**src/hdl/rob_defs.svh**
```systemverilog
// Shared ROB constants; RTL assumes ROB_DEPTH == 2**ROB_IDX_W and a two-wide machine
`ifndef ROB_DEFS_SVH
`define ROB_DEFS_SVH

////////////////////////////////////////
// Machine width
////////////////////////////////////////

// Dispatch, completion and retire slots
`define RETIRE_WAY 2

////////////////////////////////////////
// Reorder buffer geometry
////////////////////////////////////////

`define ROB_DEPTH 16
`define ROB_IDX_W 4   // Index wraps naturally at ROB_DEPTH

////////////////////////////////////////
// Architectural constants
////////////////////////////////////////

`define ZERO_REG  5'd31          // Never written at commit
`define HALT_INST 32'h0000_0555  // Stops retirement once committed

`endif

```
**src/hdl/isa_pkg.sv**
```systemverilog
// Instruction set types; 64-bit data and NPC, 32 architectural registers, 2-bit error code
package isa_pkg;

  ////////////////////////////////////////
  // Instruction and operand widths
  ////////////////////////////////////////

  typedef logic [31:0] inst_t;   // Raw instruction word
  typedef logic [63:0] addr_t;   // Next PC
  typedef logic [63:0] data_t;   // Result value
  typedef logic [4:0]  areg_t;   // Architectural register index

  ////////////////////////////////////////
  // Processor status at commit
  ////////////////////////////////////////

  // Halt wins over illegal within the same slot
  typedef enum logic [1:0]
  {
    NO_ERROR          = 2'd0,
    HALTED_ON_HALT    = 2'd1,
    HALTED_ON_ILLEGAL = 2'd2
  } err_status_t;

endpackage

```
**src/hdl/rob_pkg.sv**
```systemverilog
// Reorder buffer types; sized from rob_defs.svh, credit count holds 0 to ROB_DEPTH
`include "rob_defs.svh"

package rob_pkg;

  ////////////////////////////////////////
  // Entry addressing
  ////////////////////////////////////////

  typedef logic [`ROB_IDX_W-1:0] rob_idx_t;   // Entry index

  // One extra bit so a full ROB is distinct from an empty one
  typedef logic [`ROB_IDX_W:0]   credit_t;

  // 0..2 entries per cycle
  typedef logic [1:0]            retire_cnt_t;

  ////////////////////////////////////////
  // Retire state machine
  ////////////////////////////////////////

  typedef enum logic
  {
    RUNNING = 1'b0,   // Normal in-order retirement
    HALTED  = 1'b1    // After halt or illegal, left only by reset
  } retire_state_t;

endpackage

```
**src/hdl/retire_status.sv**
```systemverilog
// Registered commit records; error status is sticky and only cleared by reset
`include "rob_defs.svh"

module retire_status
  import isa_pkg::*, rob_pkg::*;
(
  input  logic                    clock,
  input  logic                    rst,
  input  logic  [`RETIRE_WAY-1:0] retire_en,
  input  inst_t [`RETIRE_WAY-1:0] head_ir,
  input  addr_t [`RETIRE_WAY-1:0] head_npc,
  input  areg_t [`RETIRE_WAY-1:0] head_adest,
  input  data_t [`RETIRE_WAY-1:0] head_value,
  input  logic  [`RETIRE_WAY-1:0] head_illegal,
  output logic  [`RETIRE_WAY-1:0] commit_valid,
  output logic  [`RETIRE_WAY-1:0] commit_wr_en,
  output areg_t [`RETIRE_WAY-1:0] commit_wr_idx,
  output data_t [`RETIRE_WAY-1:0] commit_wr_data,
  output addr_t [`RETIRE_WAY-1:0] commit_npc,
  output inst_t [`RETIRE_WAY-1:0] commit_ir,
  output retire_cnt_t             completed_insts,
  output err_status_t             error_status
);

  logic [`RETIRE_WAY-1:0] wr_en_d;
  logic [`RETIRE_WAY-1:0] head_halt;
  retire_cnt_t            done_cnt;
  err_status_t            status_d;

  always_comb
  begin
    for (int s = 0; s < `RETIRE_WAY; s++)
    begin
      head_halt[s] = head_ir[s] == `HALT_INST;
      wr_en_d[s]   = retire_en[s] && !head_illegal[s] && (head_adest[s] != `ZERO_REG);
    end

    // An illegal slot and everything after it do not count
    done_cnt = '0;
    if (retire_en[0] && !head_illegal[0])
    begin
      done_cnt = retire_cnt_t'(1);
      if (retire_en[1] && !head_illegal[1])
        done_cnt = retire_cnt_t'(2);
    end

    // Slot 0 before slot 1, halt before illegal
    if (retire_en[0] && head_halt[0])
      status_d = HALTED_ON_HALT;
    else if (retire_en[0] && head_illegal[0])
      status_d = HALTED_ON_ILLEGAL;
    else if (retire_en[1] && head_halt[1])
      status_d = HALTED_ON_HALT;
    else if (retire_en[1] && head_illegal[1])
      status_d = HALTED_ON_ILLEGAL;
    else
      status_d = NO_ERROR;
  end

  ////////////////////////////////////////
  // Commit registers
  ////////////////////////////////////////

  always_ff @(posedge clock)
  begin
    if (rst)
    begin
      commit_valid    <= '0;
      commit_wr_en    <= '0;
      completed_insts <= '0;
      error_status    <= NO_ERROR;
    end
    else
    begin
      commit_valid    <= retire_en;
      commit_wr_en    <= wr_en_d;
      completed_insts <= done_cnt;
      if (error_status == NO_ERROR)
        error_status <= status_d;   // First stop wins
    end
  end

  // Record fields hold their last retired value
  always_ff @(posedge clock)
  begin
    for (int s = 0; s < `RETIRE_WAY; s++)
    begin
      if (retire_en[s])
      begin
        commit_wr_idx[s]  <= head_adest[s];
        commit_wr_data[s] <= head_value[s];
        commit_npc[s]     <= head_npc[s];
        commit_ir[s]      <= head_ir[s];
      end
    end
  end

endmodule

```
**config.mk**
```make
export PLATFORM = sky130hd
export DESIGN_NAME = retire_status
export DESIGN_NICKNAME = d
export VERILOG_FILES = /design/src/hdl/isa_pkg.sv /design/src/hdl/rob_pkg.sv /design/src/hdl/retire_status.sv
export VERILOG_INCLUDE_DIRS = /design/src /design/src/hdl
export SDC_FILE = /design/constraint.sdc
export NUM_CORES = 1
export LEC_CHECK = 0
export ABC_AREA = 1
export BUFFER_PORTS_ARGS = -buffer_cell sky130_fd_sc_hd__buf_2
export CORE_AREA = 2 2 266 268
export CTS_CLUSTER_DIAMETER = 60
export DETAILED_ROUTE_END_ITERATION = 10
export DIE_AREA = 0 0 268 270
export GPL_ROUTABILITY_DRIVEN = 1
export GPL_TIMING_DRIVEN = 0
export PLACE_DENSITY = 0.46
export SLEW_MARGIN = 20
export SYNTH_ARGS = -nofsm -noshare
export SYNTH_HDL_FRONTEND = slang
export SYNTH_SLANG_ARGS = --single-unit
export TNS_END_PERCENT = 20
```
**constraint.sdc**
```tcl
create_clock -name clock -period 1.1 [get_ports clock]
set_input_delay 0.22 -clock clock [delete_from_list [all_inputs] [get_ports clock]]
set_output_delay 0.22 -clock clock [all_outputs]
set_load 0.01 [all_outputs]
```
* Yosys cells after proc, flatten, opt, wreduce, memory -nomap -nowiden
Index checks and enable logic that the tools add are counted.
** Storage, ports and cells
- Register bits after elaboration :: 338
- Bits in latches :: 0
- RAM bits :: 0
- Bits in read-only memories :: 0
- Bits of input ports :: 336
- Output and inout port bits :: 338
- Word-level logic and storage cells :: 34
- Memories :: 0
** Operators by class
- Add/subtract/negate cells :: 0
- Multipliers :: 0
- Div/mod/pow operators :: 0
- Order comparisons :: 0
- Equality and inequality tests :: 4
- Shifts and indexed selects :: 0
- Muxes and demuxes :: 5
- Bitwise gates (word level) :: 1
- Reductions and logical operators :: 12
** Operators with widths (count)
- 32-bit by 11-bit == test with 1-bit output, second input constant :: 2
- 2-bit two-way mux :: 5
- 5-bit inequality test, second input constant :: 2
- 1-bit logical AND :: 8
- 1-bit zero test :: 2
- 2-bit zero test :: 1
- 2-bit OR reduction :: 1
- 1-bit NOT :: 1

* Depth between registers and ports, before layout
- Depth in word-level cells :: 5
- Depth in mapped cells :: 9
- Depth with buffers taken out :: 9

* Least setup slack after synthesis
Ideal clock, no wire load.
- Kind :: input to register
- Start :: input port head_ir[7] (netlist bit)
- End :: register error_status[0]
- Library setup time :: 0.066 ns
- Arrival time :: 0.826 ns
- Required time :: 1.034 ns
- Setup slack :: 0.208 ns
- Stages on the path :: 6
- Path buffers :: 0
- Cells stage by stage :: or2_1 > nor2_2 > nand3_1 > nand2_1 > nand2_1 > a21oi_2
** On the way
- Longest elaborated chain between the ends :: 3
** Ends and longest elaborated chain
- start: declaration :: line retire_status.sv:10 : input inst_t [`RETIRE_WAY-1:0] head_ir,
- 32-bit by 11-bit == test with 1-bit output (no line)
- 1-bit logical AND :: line retire_status.sv:48 : if (retire_en[0] && head_halt[0])
- 2-bit two-way mux :: line retire_status.sv:48
- end signal: assignment :: line retire_status.sv:79 : error_status <= status_d;
- end: declaration :: line retire_status.sv:22 : output err_status_t error_status
No other way between the ends.
A chain may end at the register's enable or synchronous reset.

* Worst setup path in the final report
- Start :: register commit_ir[17] (netlist bit)
- End :: output port commit_ir[17] (netlist bit)
** RTL lines
- start: declaration :: line retire_status.sv:20 : output inst_t [`RETIRE_WAY-1:0] commit_ir,
- start signal: indexed assignment :: line retire_status.sv:93 : commit_ir[s] <= head_ir[s];
No word-level cell between the ends.

==> impl_metrics.tcl <==
set metrics [dict create \
    dp_cells 2069 \
    path_clk_slew_ns 0.06 \
    holdWs_ns 0.00119 \
    postSynthAreaPerCell_um2 23.3 \
    syn_nets 790 \
    cts_buffers 46 \
    relSlewSlack 0.579 \
    routed_wl_mm 40.4 \
    fin_crit_ns 1.46 \
    regArea_um2 10100 \
    drv_cap 0 \
    final_cells 2497 \
    io_buffers 673 \
    grt_pass1_vias 9383 \
    grt_overflow 0 \
    rsz0062_at_grt "true" \
    status "complete, but fails checks" \
    cp_slowest_cell "edfxtp_1" \
    clk_path_buf_depth 3 \
    cp_data_arrival_time_ns 1.24 \
    root_buffer "clkbuf_16" \
    critical_path_class "flop to output pin" \
    ant_nets 0 \
    post-place-ws_ns -1.01 \
    startpoint_type "flop" \
    final_nets 1849 \
    slew_violations 0 \
    syn_to_final_growth_pct 92.1 \
    htree_levels 2 \
    dpl_cell_area_um2 15200 \
    wl_per_cell_um 16.2 \
    grt_usage 0.106 \
    die_h_um 270 \
    grt_max_degree 101 \
    total_power_mw 34.1 \
    route.detailed.drc 0 \
    fin_area_um2 20300 \
    globalplace.congestion 0.764 \
    finish.utilization 0.292 \
    crit_fanout 1 \
    p_per_area_nw_per_um2 1680 \
    vias_per_cell 3.34 \
    worst_skew_pair.late_latency_ns 0.56 \
    synth_area_um2 10600 \
    hpwl_mm 28.7 \
    ioPinCount 674 \
    setup_viol 339 \
    power.ir.vdd_worst_v 0.00126 \
    crit_path_max_incr_delay_ns 0.50 \
    p_leak_nw 8.56 \
    drtIter0Drc 329 \
    nFillCells 6994 \
    rows 97 \
    yosysWarnings 0 \
    cts_tree "done" \
    numClockSinks 338 \
    hp-start "retire_en[1]" \
    antenna_found_initial 13 \
    r2r-start "error_status[0]" \
    multi_input_area_um2 357 \
    cp_num_buf_inv 1 \
    critPathTopFamily "flip-flops" \
    drtPass1Iterations 4 \
    finalHoldViolCount 0 \
    die_x_um 268 \
    fin_setup_tns_ns -66.79 \
    hold_class "primary input to flop" \
    synth_cell_types 19 \
    fin_worst_skew_ns 0.000243 \
    violations "negative setup slack" \
    fin_ws_ns -0.356 \
    ys_seq_area_frac 0.952 \
    fp.coreArea_um2 69500 \
    worst_pin_slew_ns 0.631 \
    start_util 0.152 \
    vias 8330 \
    synth_cells 454 \
    crit_chain "buf_6" \
    postCtsSetupBuffers 0 \
    fin_crit_sh 1.32 \
    grt_pass1_wl_mm 56.8 \
    crit_start "commit_ir[17]" \
    dieArea_um2 72400 \
    end_kind "output pin" \
    cp_data_required_time_ns 0.88 \
    drive_above_1_share 0.489 \
    ys_seq_elements 338 \
    fmax_mhz 687 \
]
cells in the final DEF, fill, tap and decap left out, types with 2 or more instances in the layout:
cell type / instances
nand2_1: 31
clkinv_1: 7
nor2_1: 23
inv_6: 4
dfxtp_1: 3
clkinv_4: 3
nand4_1: 2
dfxtp_2: 5
bufinv_16: 4
a21oi_1: 2
nand3_1: 3
inv_8: 5
clkbuf_16: 46
clkbuf_1: 9
buf_16: 3
nor2_2: 4
buf_2: 644
buf_6: 27
diode_2: 6
dlygate4sd3_1: 334
and2_1: 3
edfxtp_1: 330
bufbuf_16: 2
inv_1: 39
clkinv_2: 6
worst paths after layout:
| path | endpoint | slack (ns) | depth (start not counted) |
|---|---|---|---|
| min reg2reg | error_status[0] | 0.48 | 2 |
| max | commit_ir[17] | -0.36 | 1 |
| max reg2reg | error_status[1] | 0.41 | 3 |
| min | commit_wr_data[85] | 0.001 | 1 |
final cells by class:
class | count | share of cell area
antenna | 6 | 0.000739
clock buffer | 55 | 0.0584
clock inverter | 31 | 0.0157
inverter | 39 | 0.00721
multi-input combinational | 77 | 0.0176
sequential | 338 | 0.496
tap | 940 | 0.0579
timing repair buffer | 1011 | 0.346
sequential cells by signal, summed over array words and instances (netlist names):
signal and flops:
commit_wr_idx 10, commit_wr_en 2, error_status 2, commit_valid 2
commit_ir 64, commit_npc 128, completed_insts 2, commit_wr_data 128
logic make-up (layout without fill, tap and decap cells):
family,count (synthesis),count (layout),synth area share
flip-flops,338,338,0.952
buffers and inverters,39,1136,0.0138
AND/OR/NAND/NOR,71,71,0.0302
AO/OA/AOI/OAI,6,6,0.00355
other,0,6,0
layer usage:
metal	vias to the layer above	GRT usage	part of all wire
met5	-	0	0
met4	0	0.0350	0.031
met3	77	0.0494	0.12
met2	493	0.202	0.52
met1	3901	0.0970	0.33
li1	3859	-	-
Yosys cell counts (all sizes together):
master	number	area share
a21oi	3	0.0018
a31oi	1	0.00059
and2	3	0.0018
and3	1	0.00059
dfxtp	8	0.015
edfxtp	330	0.94
inv	39	0.014
nand2	31	0.011
nand3	3	0.0014
nand3b	2	0.0026
nand4	2	0.0012
nor2	27	0.011
nor3	1	0.00047
o21ai	1	0.00047
o21bai	1	0.00071
or2	1	0.00059
power breakdown:
group	switching, mW	total (mW)	internal, mW
logic	1.74	3.74	2.00
clock network	5.96	14.7	8.77
registers	0.316	15.6	15.3
timing repair:
action                                 CTS  global route
gates resized for setup                 27            22
hold buffers                           333             1
setup endpoints to repair              341           340
gates cloned                             2             0
endpoints found under the hold margin  371            11
Note: power is estimated with default switching activity, not from simulation.
