==> src/hdl/rob_defs.svh <==
// Shared ROB constants; RTL assumes ROB_DEPTH == 2**ROB_IDX_W and a two-wide machine
`ifndef ROB_DEFS_SVH
`define ROB_DEFS_SVH

////////////////////////////////////////
// Machine width
////////////////////////////////////////

// Dispatch, completion and retire slots
`define RETIRE_WAY 2

////////////////////////////////////////
// Reorder buffer geometry
////////////////////////////////////////

`define ROB_DEPTH 16
`define ROB_IDX_W 4   // Index wraps naturally at ROB_DEPTH

////////////////////////////////////////
// Architectural constants
////////////////////////////////////////

`define ZERO_REG  5'd31          // Never written at commit
`define HALT_INST 32'h0000_0555  // Stops retirement once committed

`endif

==> src/hdl/isa_pkg.sv <==
// Instruction set types; 64-bit data and NPC, 32 architectural registers, 2-bit error code
package isa_pkg;

  ////////////////////////////////////////
  // Instruction and operand widths
  ////////////////////////////////////////

  typedef logic [31:0] inst_t;   // Raw instruction word
  typedef logic [63:0] addr_t;   // Next PC
  typedef logic [63:0] data_t;   // Result value
  typedef logic [4:0]  areg_t;   // Architectural register index

  ////////////////////////////////////////
  // Processor status at commit
  ////////////////////////////////////////

  // Halt wins over illegal within the same slot
  typedef enum logic [1:0]
  {
    NO_ERROR          = 2'd0,
    HALTED_ON_HALT    = 2'd1,
    HALTED_ON_ILLEGAL = 2'd2
  } err_status_t;

endpackage

==> src/hdl/rob_pkg.sv <==
// Reorder buffer types; sized from rob_defs.svh, credit count holds 0 to ROB_DEPTH
`include "rob_defs.svh"

package rob_pkg;

  ////////////////////////////////////////
  // Entry addressing
  ////////////////////////////////////////

  typedef logic [`ROB_IDX_W-1:0] rob_idx_t;   // Entry index

  // One extra bit so a full ROB is distinct from an empty one
  typedef logic [`ROB_IDX_W:0]   credit_t;

  // 0..2 entries per cycle
  typedef logic [1:0]            retire_cnt_t;

  ////////////////////////////////////////
  // Retire state machine
  ////////////////////////////////////////

  typedef enum logic
  {
    RUNNING = 1'b0,   // Normal in-order retirement
    HALTED  = 1'b1    // After halt or illegal, left only by reset
  } retire_state_t;

endpackage

==> src/hdl/rob_ctrl.sv <==
// ROB pointers and retire selection; no internal stall, sender must respect its credits
`include "rob_defs.svh"

module rob_ctrl
  import isa_pkg::*, rob_pkg::*;
(
  input  logic                       clock,
  input  logic                       rst,
  input  logic     [`RETIRE_WAY-1:0] dispatch_valid,
  input  logic     [`RETIRE_WAY-1:0] head_done,
  input  logic     [`RETIRE_WAY-1:0] head_illegal,
  input  inst_t    [`RETIRE_WAY-1:0] head_ir,
  output logic     [`RETIRE_WAY-1:0] alloc_en,
  output rob_idx_t [`RETIRE_WAY-1:0] alloc_idx,
  output rob_idx_t [`RETIRE_WAY-1:0] dispatch_rob_idx,
  output rob_idx_t                   head_idx,
  output logic     [`RETIRE_WAY-1:0] retire_en,
  output retire_cnt_t                credit_return
);

  rob_idx_t      tail_q;
  rob_idx_t      head_q;
  credit_t       count_q;     // Occupied entries
  retire_state_t state_q;

  retire_cnt_t disp_cnt;
  retire_cnt_t ret_cnt;

  logic [`RETIRE_WAY-1:0] head_stop;  // Halt or illegal at this slot
  logic                   stop_now;   // A stopping instruction retires this cycle

  ////////////////////////////////////////
  // Dispatch allocation
  ////////////////////////////////////////

  always_comb
  begin
    for (int s = 0; s < `RETIRE_WAY; s++)
    begin
      alloc_en[s]  = dispatch_valid[s];
      alloc_idx[s] = tail_q + rob_idx_t'(s);
    end
  end

  assign dispatch_rob_idx = alloc_idx;
  assign disp_cnt = retire_cnt_t'(dispatch_valid[0]) + retire_cnt_t'(dispatch_valid[1]);

  ////////////////////////////////////////
  // In-order retire selection
  ////////////////////////////////////////

  always_comb
  begin
    for (int s = 0; s < `RETIRE_WAY; s++)
      head_stop[s] = head_illegal[s] || (head_ir[s] == `HALT_INST);

    // Stale done bits of free entries are masked by the occupancy
    retire_en[0] = (state_q == RUNNING) && (count_q != '0) && head_done[0];
    retire_en[1] = retire_en[0] && (count_q > credit_t'(1)) && head_done[1]
                   && !head_stop[0];
  end

  assign ret_cnt  = retire_cnt_t'(retire_en[0]) + retire_cnt_t'(retire_en[1]);
  assign stop_now = |(retire_en & head_stop);
  assign head_idx = head_q;

  ////////////////////////////////////////
  // State update
  ////////////////////////////////////////

  always_ff @(posedge clock)
  begin
    if (rst)
    begin
      tail_q        <= '0;
      head_q        <= '0;
      count_q       <= '0;
      state_q       <= RUNNING;
      credit_return <= '0;
    end
    else
    begin
      tail_q        <= tail_q + rob_idx_t'(disp_cnt);
      head_q        <= head_q + rob_idx_t'(ret_cnt);
      count_q       <= count_q + credit_t'(disp_cnt) - credit_t'(ret_cnt);
      credit_return <= ret_cnt;   // Lines up with commit_valid
      if (stop_now)
        state_q <= HALTED;        // Sticky until reset
    end
  end

  ////////////////////////////////////////
  // Protocol checks
  ////////////////////////////////////////

  a_occupancy: assert property (@(posedge clock) disable iff (rst)
    count_q <= credit_t'(`ROB_DEPTH))
    else $error("ROB occupancy %0d exceeds depth", count_q);

  a_slot_order: assert property (@(posedge clock) disable iff (rst)
    dispatch_valid[1] |-> dispatch_valid[0])
    else $error("Dispatch slot 1 valid without slot 0");

endmodule

==> config.mk <==
export PLATFORM = sky130hd
export DESIGN_NAME = rob_ctrl
export DESIGN_NICKNAME = d
export VERILOG_FILES = /design/src/hdl/isa_pkg.sv /design/src/hdl/rob_pkg.sv /design/src/hdl/rob_ctrl.sv
export VERILOG_INCLUDE_DIRS = /design/src /design/src/hdl
export SDC_FILE = /design/constraint.sdc
export NUM_CORES = 1
export LEC_CHECK = 0
export BUFFER_PORTS_ARGS = -buffer_cell sky130_fd_sc_hd__buf_2
export CAP_MARGIN = 30
export CORE_MARGIN = 2
export CORE_UTILIZATION = 35
export DETAILED_ROUTE_END_ITERATION = 8
export PLACE_DENSITY = 0.73
export SYNTH_ARGS = -nofsm -noshare
export SYNTH_HDL_FRONTEND = slang
export SYNTH_SLANG_ARGS = --single-unit
==> constraint.sdc <==
create_clock -name clock -period 2.8 [get_ports clock]
set_input_delay 0.7 -clock clock [delete_from_list [all_inputs] [get_ports clock]]
set_output_delay 0.7 -clock clock [all_outputs]
set_load 0.01 [all_outputs]
# Yosys cells after proc, flatten, opt, wreduce, memory -nomap -nowiden
# Index checks and enable logic that the tools add are counted.
totals:
  reg_bits: 16
  in_bits: 72
  out_inout_bits: 26
  word_cells: 27
classes:
  addsub: 7
  magnitude_cmp: 1
  n_eq_ne: 2
  n_bitwise: 2
  n_reduce_logical: 10
ops:
  columns: ["op", "n"]
  rows:
  - ["$eq 32x11->1 const B", 2]
  - ["$add 4x2->4", 2]
  - ["$add 5x2->5", 1]
  - ["$gt 5x1->1 const B", 1]
  - ["$logic_and 1x1->1", 5]
  - ["$reduce_bool 5->1", 1]
  - ["$sub 5x2->5", 1]
  - ["$add 1x1->2", 2]
  - ["$add 4x1->4 const B", 1]
  - ["$and 2x2->2", 1]
  - ["$logic_or 1x1->1", 2]
  - ["$reduce_or 2->1", 1]
  - ["$logic_not 1->1", 1]
  - ["$not 1->1", 1]

# Logic depth before layout (Yosys ltp)
# Gate-level depths: netlist of run 1.
logic_depth:
  ltp_word: 8
  mapped_depth: 16
  ltp_nobuf: 16

# Least setup slack after synthesis of run 1
# OpenSTA, ideal clock, no wires.
synth_path:
  path_type: "input to register"
  start: "in head_ir[5] (netlist bit)"
  end: "reg count_q[3]"
  setup_time_ns: 0.128
  arrival_ns: 2.948
  t_required_ns: 2.672
  slack_ns: -0.276
  stages: 12
  path_buffers: 0
  cell_sequence: "nor4b_1 > nand4_1 > o21bai_2 > nor2_1 > ha_1 > fa_1 > inv_1 > ha_1 > a21o_1 > a21oi_1 > xnor2_1 > nor2_1"
synth_between:
  elab_chain_cells: 6
synth_lines:
  columns: ["item", "line", "rtl"]
  rows:
  - ["from (decl)", "rob_ctrl.sv:12", "input inst_t [`RETIRE_WAY-1:0] head_ir,"]
  - ["$eq 32x11->1 (no source line)", null, null]
  - ["$logic_or 1x1->1", "rob_ctrl.sv:55", "head_stop[s] = head_illegal[s] || (head_ir[s] == `HALT_INST);"]
  - ["$logic_not 1->1", "rob_ctrl.sv:60", "&& !head_stop[0];"]
  - ["$logic_and 1x1->1", "rob_ctrl.sv:60", null]
  - ["named net retire_en[1]", "rob_ctrl.sv:17", "output logic [`RETIRE_WAY-1:0] retire_en,"]
  - ["$add 1x1->2", "rob_ctrl.sv:63", "assign ret_cnt = retire_cnt_t'(retire_en[0]) + retire_cnt_t'(retire_en[1]);"]
  - ["named net ret_cnt[1]", "rob_ctrl.sv:27", "retire_cnt_t ret_cnt;"]
  - ["$sub 5x2->5", "rob_ctrl.sv:85", "count_q <= count_q + credit_t'(disp_cnt) - credit_t'(ret_cnt);"]
  - ["to (signal assigned)", "rob_ctrl.sv:85", null]
  - ["to (decl)", "rob_ctrl.sv:23", "credit_t count_q;"]
# The timed path passes the listed nets, and every way through them passes these cells.
# A chain may end at the register's enable or synchronous reset.

# Final worst setup path of run 1
layout_path:
  start: "in head_ir[11] (netlist bit)"
  end: "reg count_q[4]"
layout_between:
  elab_chain_cells: 6
layout_lines:
  columns: ["item", "line"]
  rows:
  - ["$eq 32x11->1 (no source line)", null]
  - ["$logic_or 1x1->1", "rob_ctrl.sv:55"]
  - ["$logic_not 1->1", "rob_ctrl.sv:60"]
  - ["$logic_and 1x1->1", "rob_ctrl.sv:60"]
  - ["$add 1x1->2", "rob_ctrl.sv:63"]
  - ["named net ret_cnt[1]", "rob_ctrl.sv:27"]
  - ["$sub 5x2->5", "rob_ctrl.sv:85"]
# The timed path passes the listed nets, and every way through them passes these cells.

==> metrics.md, run 1 <==
| Metric | Value |
|---|---|
| Run status | finished with violations |
| Failing checks | negative setup slack |
| Xor-xnor portion of the synthesized cell area | 0.06435 |
| DRC | 0 |
| # rows | 21 |
| Setup violations, final | 2 |
| Arr. time, crit path | between 3 and 4 ns |
| Net count of the mapped netlist | 218 |
| Die Ht | 63.16 um |
| Max frequency | about 350 MHz |
| Worst voltage drop across the vdd grid | 0.3914 mV |
| Number of antenna violations at the first check in global routing | 0 |
| Area fraction in compound gates after synthesis | 0.06129 |
| Post-DP HPWL | 2.617 mm |
| Final slew viol count | 0 |
| I/O pin total | 98 |
| Worst Reg-to-Reg Cells | 16 |
| Root cell of the clock tree | clkbuf_4 |
| Worst Skew | 0.002528 ns |
| Global-route wire length before repair | 5.333 mm |
| Switching power | 412.9 uW |
| Most common library cell in the layout ignoring fill and taps | buf_2 |
| Combinational family with the most area after synthesis | simple AND/OR/NAND/NOR gates |
| Proportion of power drawn by the clock network | 0.135 |
| Hold path depth | 2 |
| Via count of the routed design | ~1300 |
| Wire per inst | about 12 um |
| Sequential group share of total power | 0.285 |
| Reg2reg start | count_q[2] |
| Worst Hold Class | reg2reg |
| Comb pwr share | 0.581 |
| Fin crit period | roughly 2.8 ns |
| Post-route fraction of the period consumed by the critical path | 1.015 |
| Post-route total power | around 1.1 mW |
| Post-synth top area cell | dfxtp_1 |
| Post-synthesis instance area | 1225 um2 |
| Core ar. | between 3000 and 4000 um2 |
| Type of the worst setup path | in2reg |
| Rel. slew slack | 0.8094 |
| Synth top area cells | dfxtp_1 (26%), ha_1 (14%), nor4_2 (8.2%), fa_1 (6.5%), buf_4 (6.1%) |
| Fraction of the mapped netlist area in adder cells | 0.2084 |
| Portion of synthesized cell area occupied by the leading cell type | 0.2615 |
| Growth of design area from synthesis to finish | 59.76% |
| Maximum number of pins on one net before global-route repair | 17 |
| Number of buffers inserted during clock tree synthesis | 3 |
| Clk slew on worst S/H paths | 0.09 ns |
| Required time of the critical path | 3.02 ns |
| Setup slack of the worst register-to-register path | 0.12 ns |
| Setup repair after global routing missed its margin | true |
| Sequential fraction of the synthesis area | 0.2615 |
| Number of global-route vias before repair | approximately 1200 |
| Clock latency reported for the late side of the worst-skew pair | around 0.28 ns |
| Die X-Extent | roughly 63 um |
| GR Overflow Total | 0 |
| Internal power contribution | 707.0 uW |
| Num Clock Sinks | 16 |
| Count of buffers inserted at the top-level ports | slightly below 100 |
| Largest fanout on the critical path | 2 |
| Simple logic cell fraction of the synthesized area | 0.2972 |
| Max cap viols | 0 |
| Number of register bits inferred by synthesis | 16 |
| Worst Setup Slack, final | -0.04099 ns |
| Die area | 3989 um2 |
| Element type at the critical path end | flop |
| Final Wtd Congestion | 0.7777 |
| H-tree levels | 1 |
| CP Launch Type | primary input |
| Leakage power | 0.9895 nW |
| Number of standard cells in the final layout excluding fillers | ~280 |
| Number of iterations in the first detailed-routing pass | 4 |
| Final core utilization | 0.5864 |
| Commonest non-fill, non-tap cells in the layout | buf_2 (87), dfxtp_1 (16), inv_1 (13) |
| Slew of the pin with the lowest slew margin | approximately 0.29 ns |
| Hold Crit Start | state_q |
| Critical R2R Capture | count_q[4] |
| Syn avg cell area | roughly 9.6 um2 |
| Terminating pin of the worst hold path | state_q |
| Layout cell share with drive strength beyond 1 | 0.5808 |
| Fill cell count | 301 |
| Final WL | 3.324 mm |
| Nets | 320 |
| Hold buffer count at CTS | 0 |
| Cell Pwr Density | 572.2 nW/um2 |
| TritonCTS clock tree | yes |
| DRC violation total after the first TritonRoute iteration | 16 |
| Initial core utilization | 0.3671 |
| Switching share of total power | 0.3687 |
| Sum of negative setup slack | -0.08101 ns |
| Number of nets with antenna violations after detailed routing | 0 |
| Fraction of synthesized area in multiplexers | 0 |
| Placed Cells | between 200 and 300 |
| Yosys warnings | 0 |
| CTS Buffer Depth | 2 |
| Gr usage total | 0.1615 |
| Number of instances in the synthesized netlist | 128 |
| Diodes inserted | 0 |
| Final count of hold timing violations | 0 |
| Vias/cell | 4.575 |
| Number of different library cells in the post-synthesis netlist | 28 |
[worst max path at each step]
stage / start / endpoint / slack, ns / cells after the start
6_report: head_ir[11] / count_q[4] / -0.04 / 13
5_1_grt: head_ir[11] / count_q[3] / -0.17 / 13
4_1_cts: head_ir[17] / count_q[3] / -0.03 / 13
3_5_place_dp: head_ir[1] / count_q[3] / -0.37 / 13
3_3_place_gp: head_ir[1] / count_q[3] / -0.34 / 13
2_1_floorplan: head_ir[11] / count_q[3] / -0.13 / 12
[synthesized netlist by cell type (all sizes together)]
cell type / n
nand3: 2
and4: 1
nand2: 2
clkbuf: 1
nand2b: 2
a21oi: 5
or3: 1
nor2b: 8
buf: 10
nor4b: 4
o21ai: 2
o21bai: 2
nor4: 8
dfxtp: 16
xor2: 4
fa: 4
nand4: 4
nor4bb: 4
nand4b: 1
ha: 14
nor2: 11
a31oi: 1
xnor2: 5
inv: 14
o31ai: 1
a21o: 1
[critical path: stages]
cell      delay, ns
buf_2          0.12
nor4bb_4       0.26
nand4_1        0.14
o21bai_2       0.21
nor2_2         0.08
ha_4           0.16
fa_1           0.53
fa_2           0.21
inv_1          0.04
a21oi_1        0.12
nor2_1         0.07
or3_1          0.30
a21oi_1        0.12
[repair_timing]
| item | in CTS | in global routing |
|---|---|---|
| gates resized for setup | 7 | 13 |
| endpoints found under the setup margin | 2 | 4 |
| pin swaps | 2 | 5 |
| buffers inserted | 0 | 2 |
[cell families after synthesis]
kind of cell	count (synthesis)
xor+xnor	9
simple gates	48
flops	16
buf+inv	25
compound gates	12
fa+ha+maj	18
[sequential cells by signal (all words and copies together) (netlist names)]
register	cells
tail_q	4
count_q	5
credit_return	2
state_q	1
head_idx	4
[per-stage QoR]
stage                     setup WS [ns]  cell area (um2)  hold WS, ns
after floorplan                 -0.1334             1242       0.4532
after global placement          -0.3438             1774       0.4858
after detailed placement        -0.3717             1774       0.4904
after CTS                      -0.03416             1851       0.5062
after global routing            -0.1688             1957       0.5456
final                          -0.04099             1957       0.5016
[power groups by stage]
stage	logic [mW]	clock network, mW	registers, mW
floorplan	0.390	0	0.334
global placement	0.605	0	0.325
detailed placement	0.619	0	0.325
CTS	0.631	0.156	0.320
global route	0.746	0.163	0.327
finish	0.650	0.151	0.319
[metal layers]
metal,vias up,wire length [um],GRT usage
met4,0,22,0.03056
li1,638,-,-
met2,61,1739,0.3032
met1,555,1262,0.1799
met3,4,300,0.04643
met5,-,0,0
[cell type report]
| class | count | area (um2) | share of cell area |
|---|---|---|---|
| multi-input cells | 87 | 859.6 | 0.4393 |
| clock buffers | 4 | 36.28 | 0.01854 |
| flip-flops and latches | 16 | 320.3 | 0.1637 |
| well taps | 46 | 57.56 | 0.02941 |
| inverters | 14 | 52.55 | 0.02685 |
| repair buffers | 108 | 630.6 | 0.3223 |
Note: power is estimated with default switching activity, not from simulation.
==> run 2, diff against run 1 <==
Settings changed: SETUP_SLACK_MARGIN set to 0.1.
==> run 2 against run 1 <==
Compared with the run above: cell count unchanged; first-iteration DRC count up 25%; the run still ends with negative setup slack left; hold slack worse by 0.0064 ns; register-to-register slack worse by 0.10 ns; global-route usage up 0.80 points; core utilization down 0.75 points; wire length down 0.57%; final area down 1.3%; maximum frequency down 2.2%; power up 0.75%; die area unchanged; critical path depth unchanged.
==> metrics.md, run 2 (same netlist as run 1, synthesis figures left out) <==
| Metric | Value |
|---|---|
| Run status | finished with violations |
| Failing checks | negative setup slack |
| Slew of the pin with the lowest slew margin | 0.3105 ns |
| Post-placement setup slack | -0.3404 ns |
| Number of iterations in the first detailed-routing pass | 3 |
| Final slew viol count | 0 |
| Final count of hold timing violations | 0 |
| Element type at the critical path end | flop |
| Num Clock Sinks | 16 |
| H-tree levels | 1 |
| Most common library cell in the layout ignoring fill and taps | buf_2 |
| Global-route wire length before repair | ~5.6 mm |
| Number of global-route vias before repair | 1336 |
| Growth of design area from synthesis to finish | 57.71% |
| Number of antenna violations at the first check in global routing | 0 |
| Hold buffer count at CTS | 0 |
| Cell Pwr Density | between 500 and 600 nW/um2 |
| Final Wtd Congestion | slightly below 0.8 |
| Family with the most delay on the worst path | adder cells |
| Worst Hold Class | reg2reg |
| Diodes inserted | 0 |
| Worst Reg-to-Reg Cells | 13 |
| Largest fanout on the critical path | 2 |
| First element of the critical path | head_ir[9] |
| Commonest non-fill, non-tap cells in the layout | buf_2 (91), dfxtp_1 (15), inv_1 (13) |
| Worst Setup Slack, final | -0.1035 ns |
| Setup slack of the worst register-to-register path | approximately 0.020 ns |
| Required time of the critical path | 3.02 ns |
| Wire per inst | 12.02 um |
| CTS Buffer Depth | 2 |
| Critical Path, Cell by Cell | buf_2, nor4bb_2, nand4_1, o21bai_2, nor2_2, ha_4, fa_2, fa_2, inv_1, a21oi_2, nor2_1, or3_1, a21oi_2 |
| Worst hold margin | 0.4952 ns |
| Layout cell share with drive strength beyond 1 | 0.5983 |
| Number of standard cells in the final layout excluding fillers | 275 |
| Reg2reg start | count_q[2] |
| Type of the worst setup path | in2reg |
| Final WL | 3.305 mm |
| Nets | around 320 |
| Worst voltage drop across the vdd grid | between 0.4 and 0.5 mV |
| Gr usage total | 0.1695 |
| Clk slew on worst S/H paths | 0.09 ns |
| Post-DP HPWL | 2.584 mm |
| Hold path depth | 2 |
| DRC | 0 |
| Vias/cell | 4.593 |
| Cell with the biggest individual delay on the critical path | fa_2 |
| Setup repair after global routing missed its margin | true |
| Arr. time, crit path | 3.13 ns |
| I/O pin total | between 90 and 100 |
| Placed Cells | 268 |
| Root cell of the clock tree | clkbuf_4 |
| TritonCTS clock tree | yes |
| GR Overflow Total | 0 |
| Critical R2R Capture | count_q[2] |
| Terminating pin of the worst hold path | state_q |
| Leakage power | 0.9703 nW |
| Initial core utilization | 0.3671 |
| Number of buffers inserted during clock tree synthesis | 3 |
| Rel. slew slack | 0.7930 |
| Die X-Extent | 63.16 um |
| Worst Skew | 0.004955 ns |
| Post-route total power | 1.128 mW |
| Count of buffers inserted at the top-level ports | 97 |
| Largest register by flop count | count_q |
| Via count of the routed design | about 1300 |
| CP Launch Type | primary input |
| Critical path buffers and inverters | 2 |
| Die Ht | 63.16 um |
| # rows | 21 |
| Post-route fraction of the period consumed by the critical path | 1.037 |
| Core ar. | 3337 um2 |
| Sum of negative setup slack | -0.2170 ns |
| Number of flip-flops in the largest register | 5 |
| Maximum number of pins on one net before global-route repair | 17 |
| Fin crit period | 2.903 ns |
| Crit-path max cell delay | 0.56 ns |
| Max cap viols | 0 |
| Setup violations, final | 3 |
| DRC violation total after the first TritonRoute iteration | 20 |
| Max frequency | 344.4 MHz |
| Clock latency reported for the late side of the worst-skew pair | 0.28 ns |
| Number of nets with antenna violations after detailed routing | 0 |
| Hold Crit Start | state_q |
| Die area | between 3000 and 4000 um2 |
## run 2: worst register-to-register path, stage by stage, from the launching register on
cell,delay [ns]
dfxtp_2,0.36
inv_1,0.06
ha_1,0.19
nand3_1,0.10
and4_1,0.23
nand2_1,0.07
nor2_2,0.17
ha_4,0.16
fa_2,0.46
fa_2,0.41
buf_4,0.14
buf_6,0.10
xor2_1,0.15
nor2_1,0.05
## run 2: timing repair
action                     4_1_cts  5_1_grt
pin swaps                        4        4
gates resized for setup         12        7
setup buffers                    2        2
setup endpoints to repair        3        5
## run 2: metal layers
layer	wire length, um	up-vias	track usage	part of all wire
met2	1658	60	0.3019	0.50
met3	273	8	0.03750	0.083
met4	53	0	0.05556	0.016
met1	1320	558	0.2000	0.40
li1	-	637	-	-
met5	0	-	0	0
## run 2: per-stage QoR
stage	util	cell area (um2)
2_1_floorplan	-	1252
3_3_place_gp	0.5324	1777
3_5_place_dp	0.5324	1777
4_1_cts	0.5624	1877
5_1_grt	0.5789	1932
6_report	0.5789	1932
## run 2: final cells by class
| class | count | area (um2) |
|---|---|---|
| multi-input combinational | 87 | 860.8 |
| tap | 46 | 57.56 |
| fill | 296 | 1405 |
| clock buffer | 3 | 22.52 |
| inverter | 14 | 52.55 |
| sequential | 16 | 321.6 |
| timing repair buffer | 109 | 616.8 |
## run 2: power breakdown
part / internal [mW] / switching (mW)
combinational: 0.356 / 0.328
clock: 0.0499 / 0.0668
sequential: 0.287 / 0.0412
## run 2: how the worst max path moves through the flow
stage	end	slack (ns)	cells after the start
final	count_q[4]	-0.10	13
after global routing	count_q[3]	-0.27	13
after CTS	count_q[4]	-0.01	13
after detailed placement	count_q[3]	-0.34	13
after global placement	count_q[3]	-0.29	13
after floorplan	count_q[3]	-0.11	12
==> run 3, diff against run 2 <==
Settings changed: SLEW_MARGIN set to 10.
Clock period 2.8 ns to 2.4 ns, I/O delays scaled along.
==> run 3 against run 2 <==
Compared with the run above: the run still ends with negative setup slack left; sequential cell count unchanged; cell count increased by 3.3%; critical path type unchanged; highest routed layer unchanged; first-iteration DRC count decreased by 5.0%; non-clock buffer count increased by 8; sequential share of layout area decreased by 0.58 points; sequential power increased by 16%; final area increased by 3.6%.
==> metrics.md, run 3 (same netlist as run 1, synthesis figures left out) <==
| Metric | Value |
|---|---|
| Run status | finished with violations |
| Failing checks | negative setup slack |
| Commonest non-fill, non-tap cells in the layout | buf_2 (89), buf_4 (19), dfxtp_1 (15) |
| Root cell of the clock tree | clkbuf_4 |
| Die area | 3989 um2 |
| Terminating pin of the worst hold path | state_q |
| Global-route wire length before repair | 5.133 mm |
| Post-route fraction of the period consumed by the critical path | 1.124 |
| Critical R2R Capture | count_q[3] |
| Element type at the critical path end | flop |
| Layout cell share with drive strength beyond 1 | 0.6092 |
| Via count of the routed design | 1285 |
| Final WL | 3.249 mm |
| Worst voltage drop across the vdd grid | 0.6810 mV |
| Arr. time, crit path | ~2.9 ns |
| Initial core utilization | 0.3671 |
| Growth of design area from synthesis to finish | 63.43% |
| # rows | 21 |
| TritonCTS clock tree | yes |
| Worst Skew | 0.004439 ns |
| Slew of the pin with the lowest slew margin | 0.2953 ns |
| Core ar. | 3337 um2 |
| Final count of hold timing violations | 0 |
| Placed Cells | ~280 |
| Vias/cell | 4.525 |
| Fin crit period | around 2.7 ns |
| Setup repair after global routing missed its margin | true |
| Max cap viols | 0 |
| Diodes inserted | 0 |
| Wire per inst | about 11 um |
| Sum of negative setup slack | -0.7470 ns |
| Critical Path, Cell by Cell | buf_6, nor4bb_4, nand4_1, o21bai_2, nor2_2, ha_4, fa_1, inv_1, ha_1, a21o_1, a21oi_2, xnor2_1, nor2_1 |
| Final Wtd Congestion | 0.7394 |
| GR Overflow Total | 0 |
| Die X-Extent | 63.16 um |
| Hold Crit Start | state_q |
| Number of antenna violations at the first check in global routing | 0 |
| DRC violation total after the first TritonRoute iteration | 19 |
| CP Launch Type | primary input |
| Number of buffers inserted during clock tree synthesis | 3 |
| Setup violations, final | 4 |
| Nets | 329 |
| Largest fanout on the critical path | 2 |
| Hold path depth | 2 |
| Type of the worst setup path | in2reg |
| Gr usage total | 0.1556 |
| H-tree levels | 1 |
| Count of buffers inserted at the top-level ports | 97 |
| Setup slack of the worst register-to-register path | -0.21 ns |
| Rel. slew slack | 0.8031 |
| Worst Reg-to-Reg Cells | 15 |
| Worst hold margin | 0.5026 ns |
| Fill cell count | 305 |
| Worst Hold Class | reg2reg |
| Largest register by flop count | count_q |
| Required time of the critical path | roughly 2.6 ns |
| Max frequency | 370.8 MHz |
| Leakage power | 1.008 nW |
| Cell with the biggest individual delay on the critical path | fa_1 |
| Final core utilization | 0.5999 |
| Clock latency reported for the late side of the worst-skew pair | 0.29 ns |
| Post-DP HPWL | 2.631 mm |
| Most common library cell in the layout ignoring fill and taps | buf_2 |
| Final slew viol count | 0 |
| CTS Buffer Depth | 2 |
| Hold buffer count at CTS | 0 |
| Clk slew on worst S/H paths | 0.09 ns |
| Reg2reg start | count_q[3] |
| DRC | 0 |
| Number of iterations in the first detailed-routing pass | 2 |
| Crit-path max cell delay | 0.52 ns |
| Number of global-route vias before repair | 1284 |
| Die Ht | 63.16 um |
| Number of nets with antenna violations after detailed routing | 0 |
| I/O pin total | between 90 and 100 |
| Number of flip-flops in the largest register | 5 |
| Num Clock Sinks | 16 |
| Maximum number of pins on one net before global-route repair | 17 |
| Number of standard cells in the final layout excluding fillers | between 200 and 300 |
| Worst Setup Slack, final | -0.2967 ns |
| Cell Pwr Density | 697.3 nW/um2 |
-- run 3: cell count changes in the layout (fill, tap and decap cells not counted), moves of 2 or more --
cell / delta
buf_6: +2
ha_1: -2
a21oi_2: -2
buf_2: -2
buf_4: +8
a21oi_1: +2
-- run 3: area by class of cell --
class / instances / area, um2 / share of cell area
multi-input cells: 87 / 844.6 / 0.4219
repair buffers: 117 / 689.4 / 0.3444
well taps: 46 / 57.56 / 0.02875
inverters: 14 / 52.55 / 0.02625
flip-flops and latches: 16 / 321.6 / 0.1606
clock buffers: 4 / 36.28 / 0.01813
-- run 3: critical path: cells and delay by family --
kind	cells	cell delay (ns)
simple gates	4	0.53
xor+xnor	1	0.13
fa+ha+maj	3	0.94
buf+inv	2	0.16
compound gates	3	0.52
-- run 3: how the worst max path moves through the flow --
stage / slack, ns / to / startpoint / cells past startpoint
final: -0.30 / count_q[3] / head_ir[3] / 13
after global routing: -0.45 / count_q[3] / head_ir[27] / 13
after detailed placement: -0.68 / count_q[3] / head_ir[1] / 13
after global placement: -0.60 / count_q[3] / head_ir[1] / 13
after CTS: -0.31 / count_q[3] / head_ir[3] / 13
after floorplan: -0.41 / count_q[3] / head_ir[11] / 12
-- run 3: power breakdown --
part / leakage [nW] / total [mW] / switching [mW] / internal (mW)
registers: 0.132 / 0.381 / 0.0465 / 0.334
clock network: 0.0210 / 0.178 / 0.0857 / 0.0924
logic: 0.855 / 0.837 / 0.374 / 0.463
-- run 3: metal layers --
| metal | wire, um | vias up | GRT usage |
|---|---|---|---|
| met4 | 10 | 0 | 0.02500 |
| met1 | 1239 | 572 | 0.1650 |
| met5 | 0 | - | 0 |
| li1 | - | 654 | - |
| met2 | 1697 | 56 | 0.3032 |
| met3 | 301 | 3 | 0.04643 |
-- run 3: timing repair --
item                                   in CTS  in global routing
setup endpoints to repair                   7                  7
pin swaps                                   6                  7
resized for setup                          10                  8
setup buffers                               2                  1
endpoints found under the hold margin       0                  0
cloned                                      0                  0
-- run 3: stage by stage --
| step | power [mW] | instance area (um2) | setup WS (ns) |
|---|---|---|---|
| floorplan | 0.8551 | 1255 | -0.4143 |
| global placement | 1.157 | 1847 | -0.5952 |
| detailed placement | 1.183 | 1847 | -0.6769 |
| CTS | 1.408 | 1939 | -0.3134 |
| global route | 1.549 | 2002 | -0.4514 |
| finish | 1.396 | 2002 | -0.2967 |
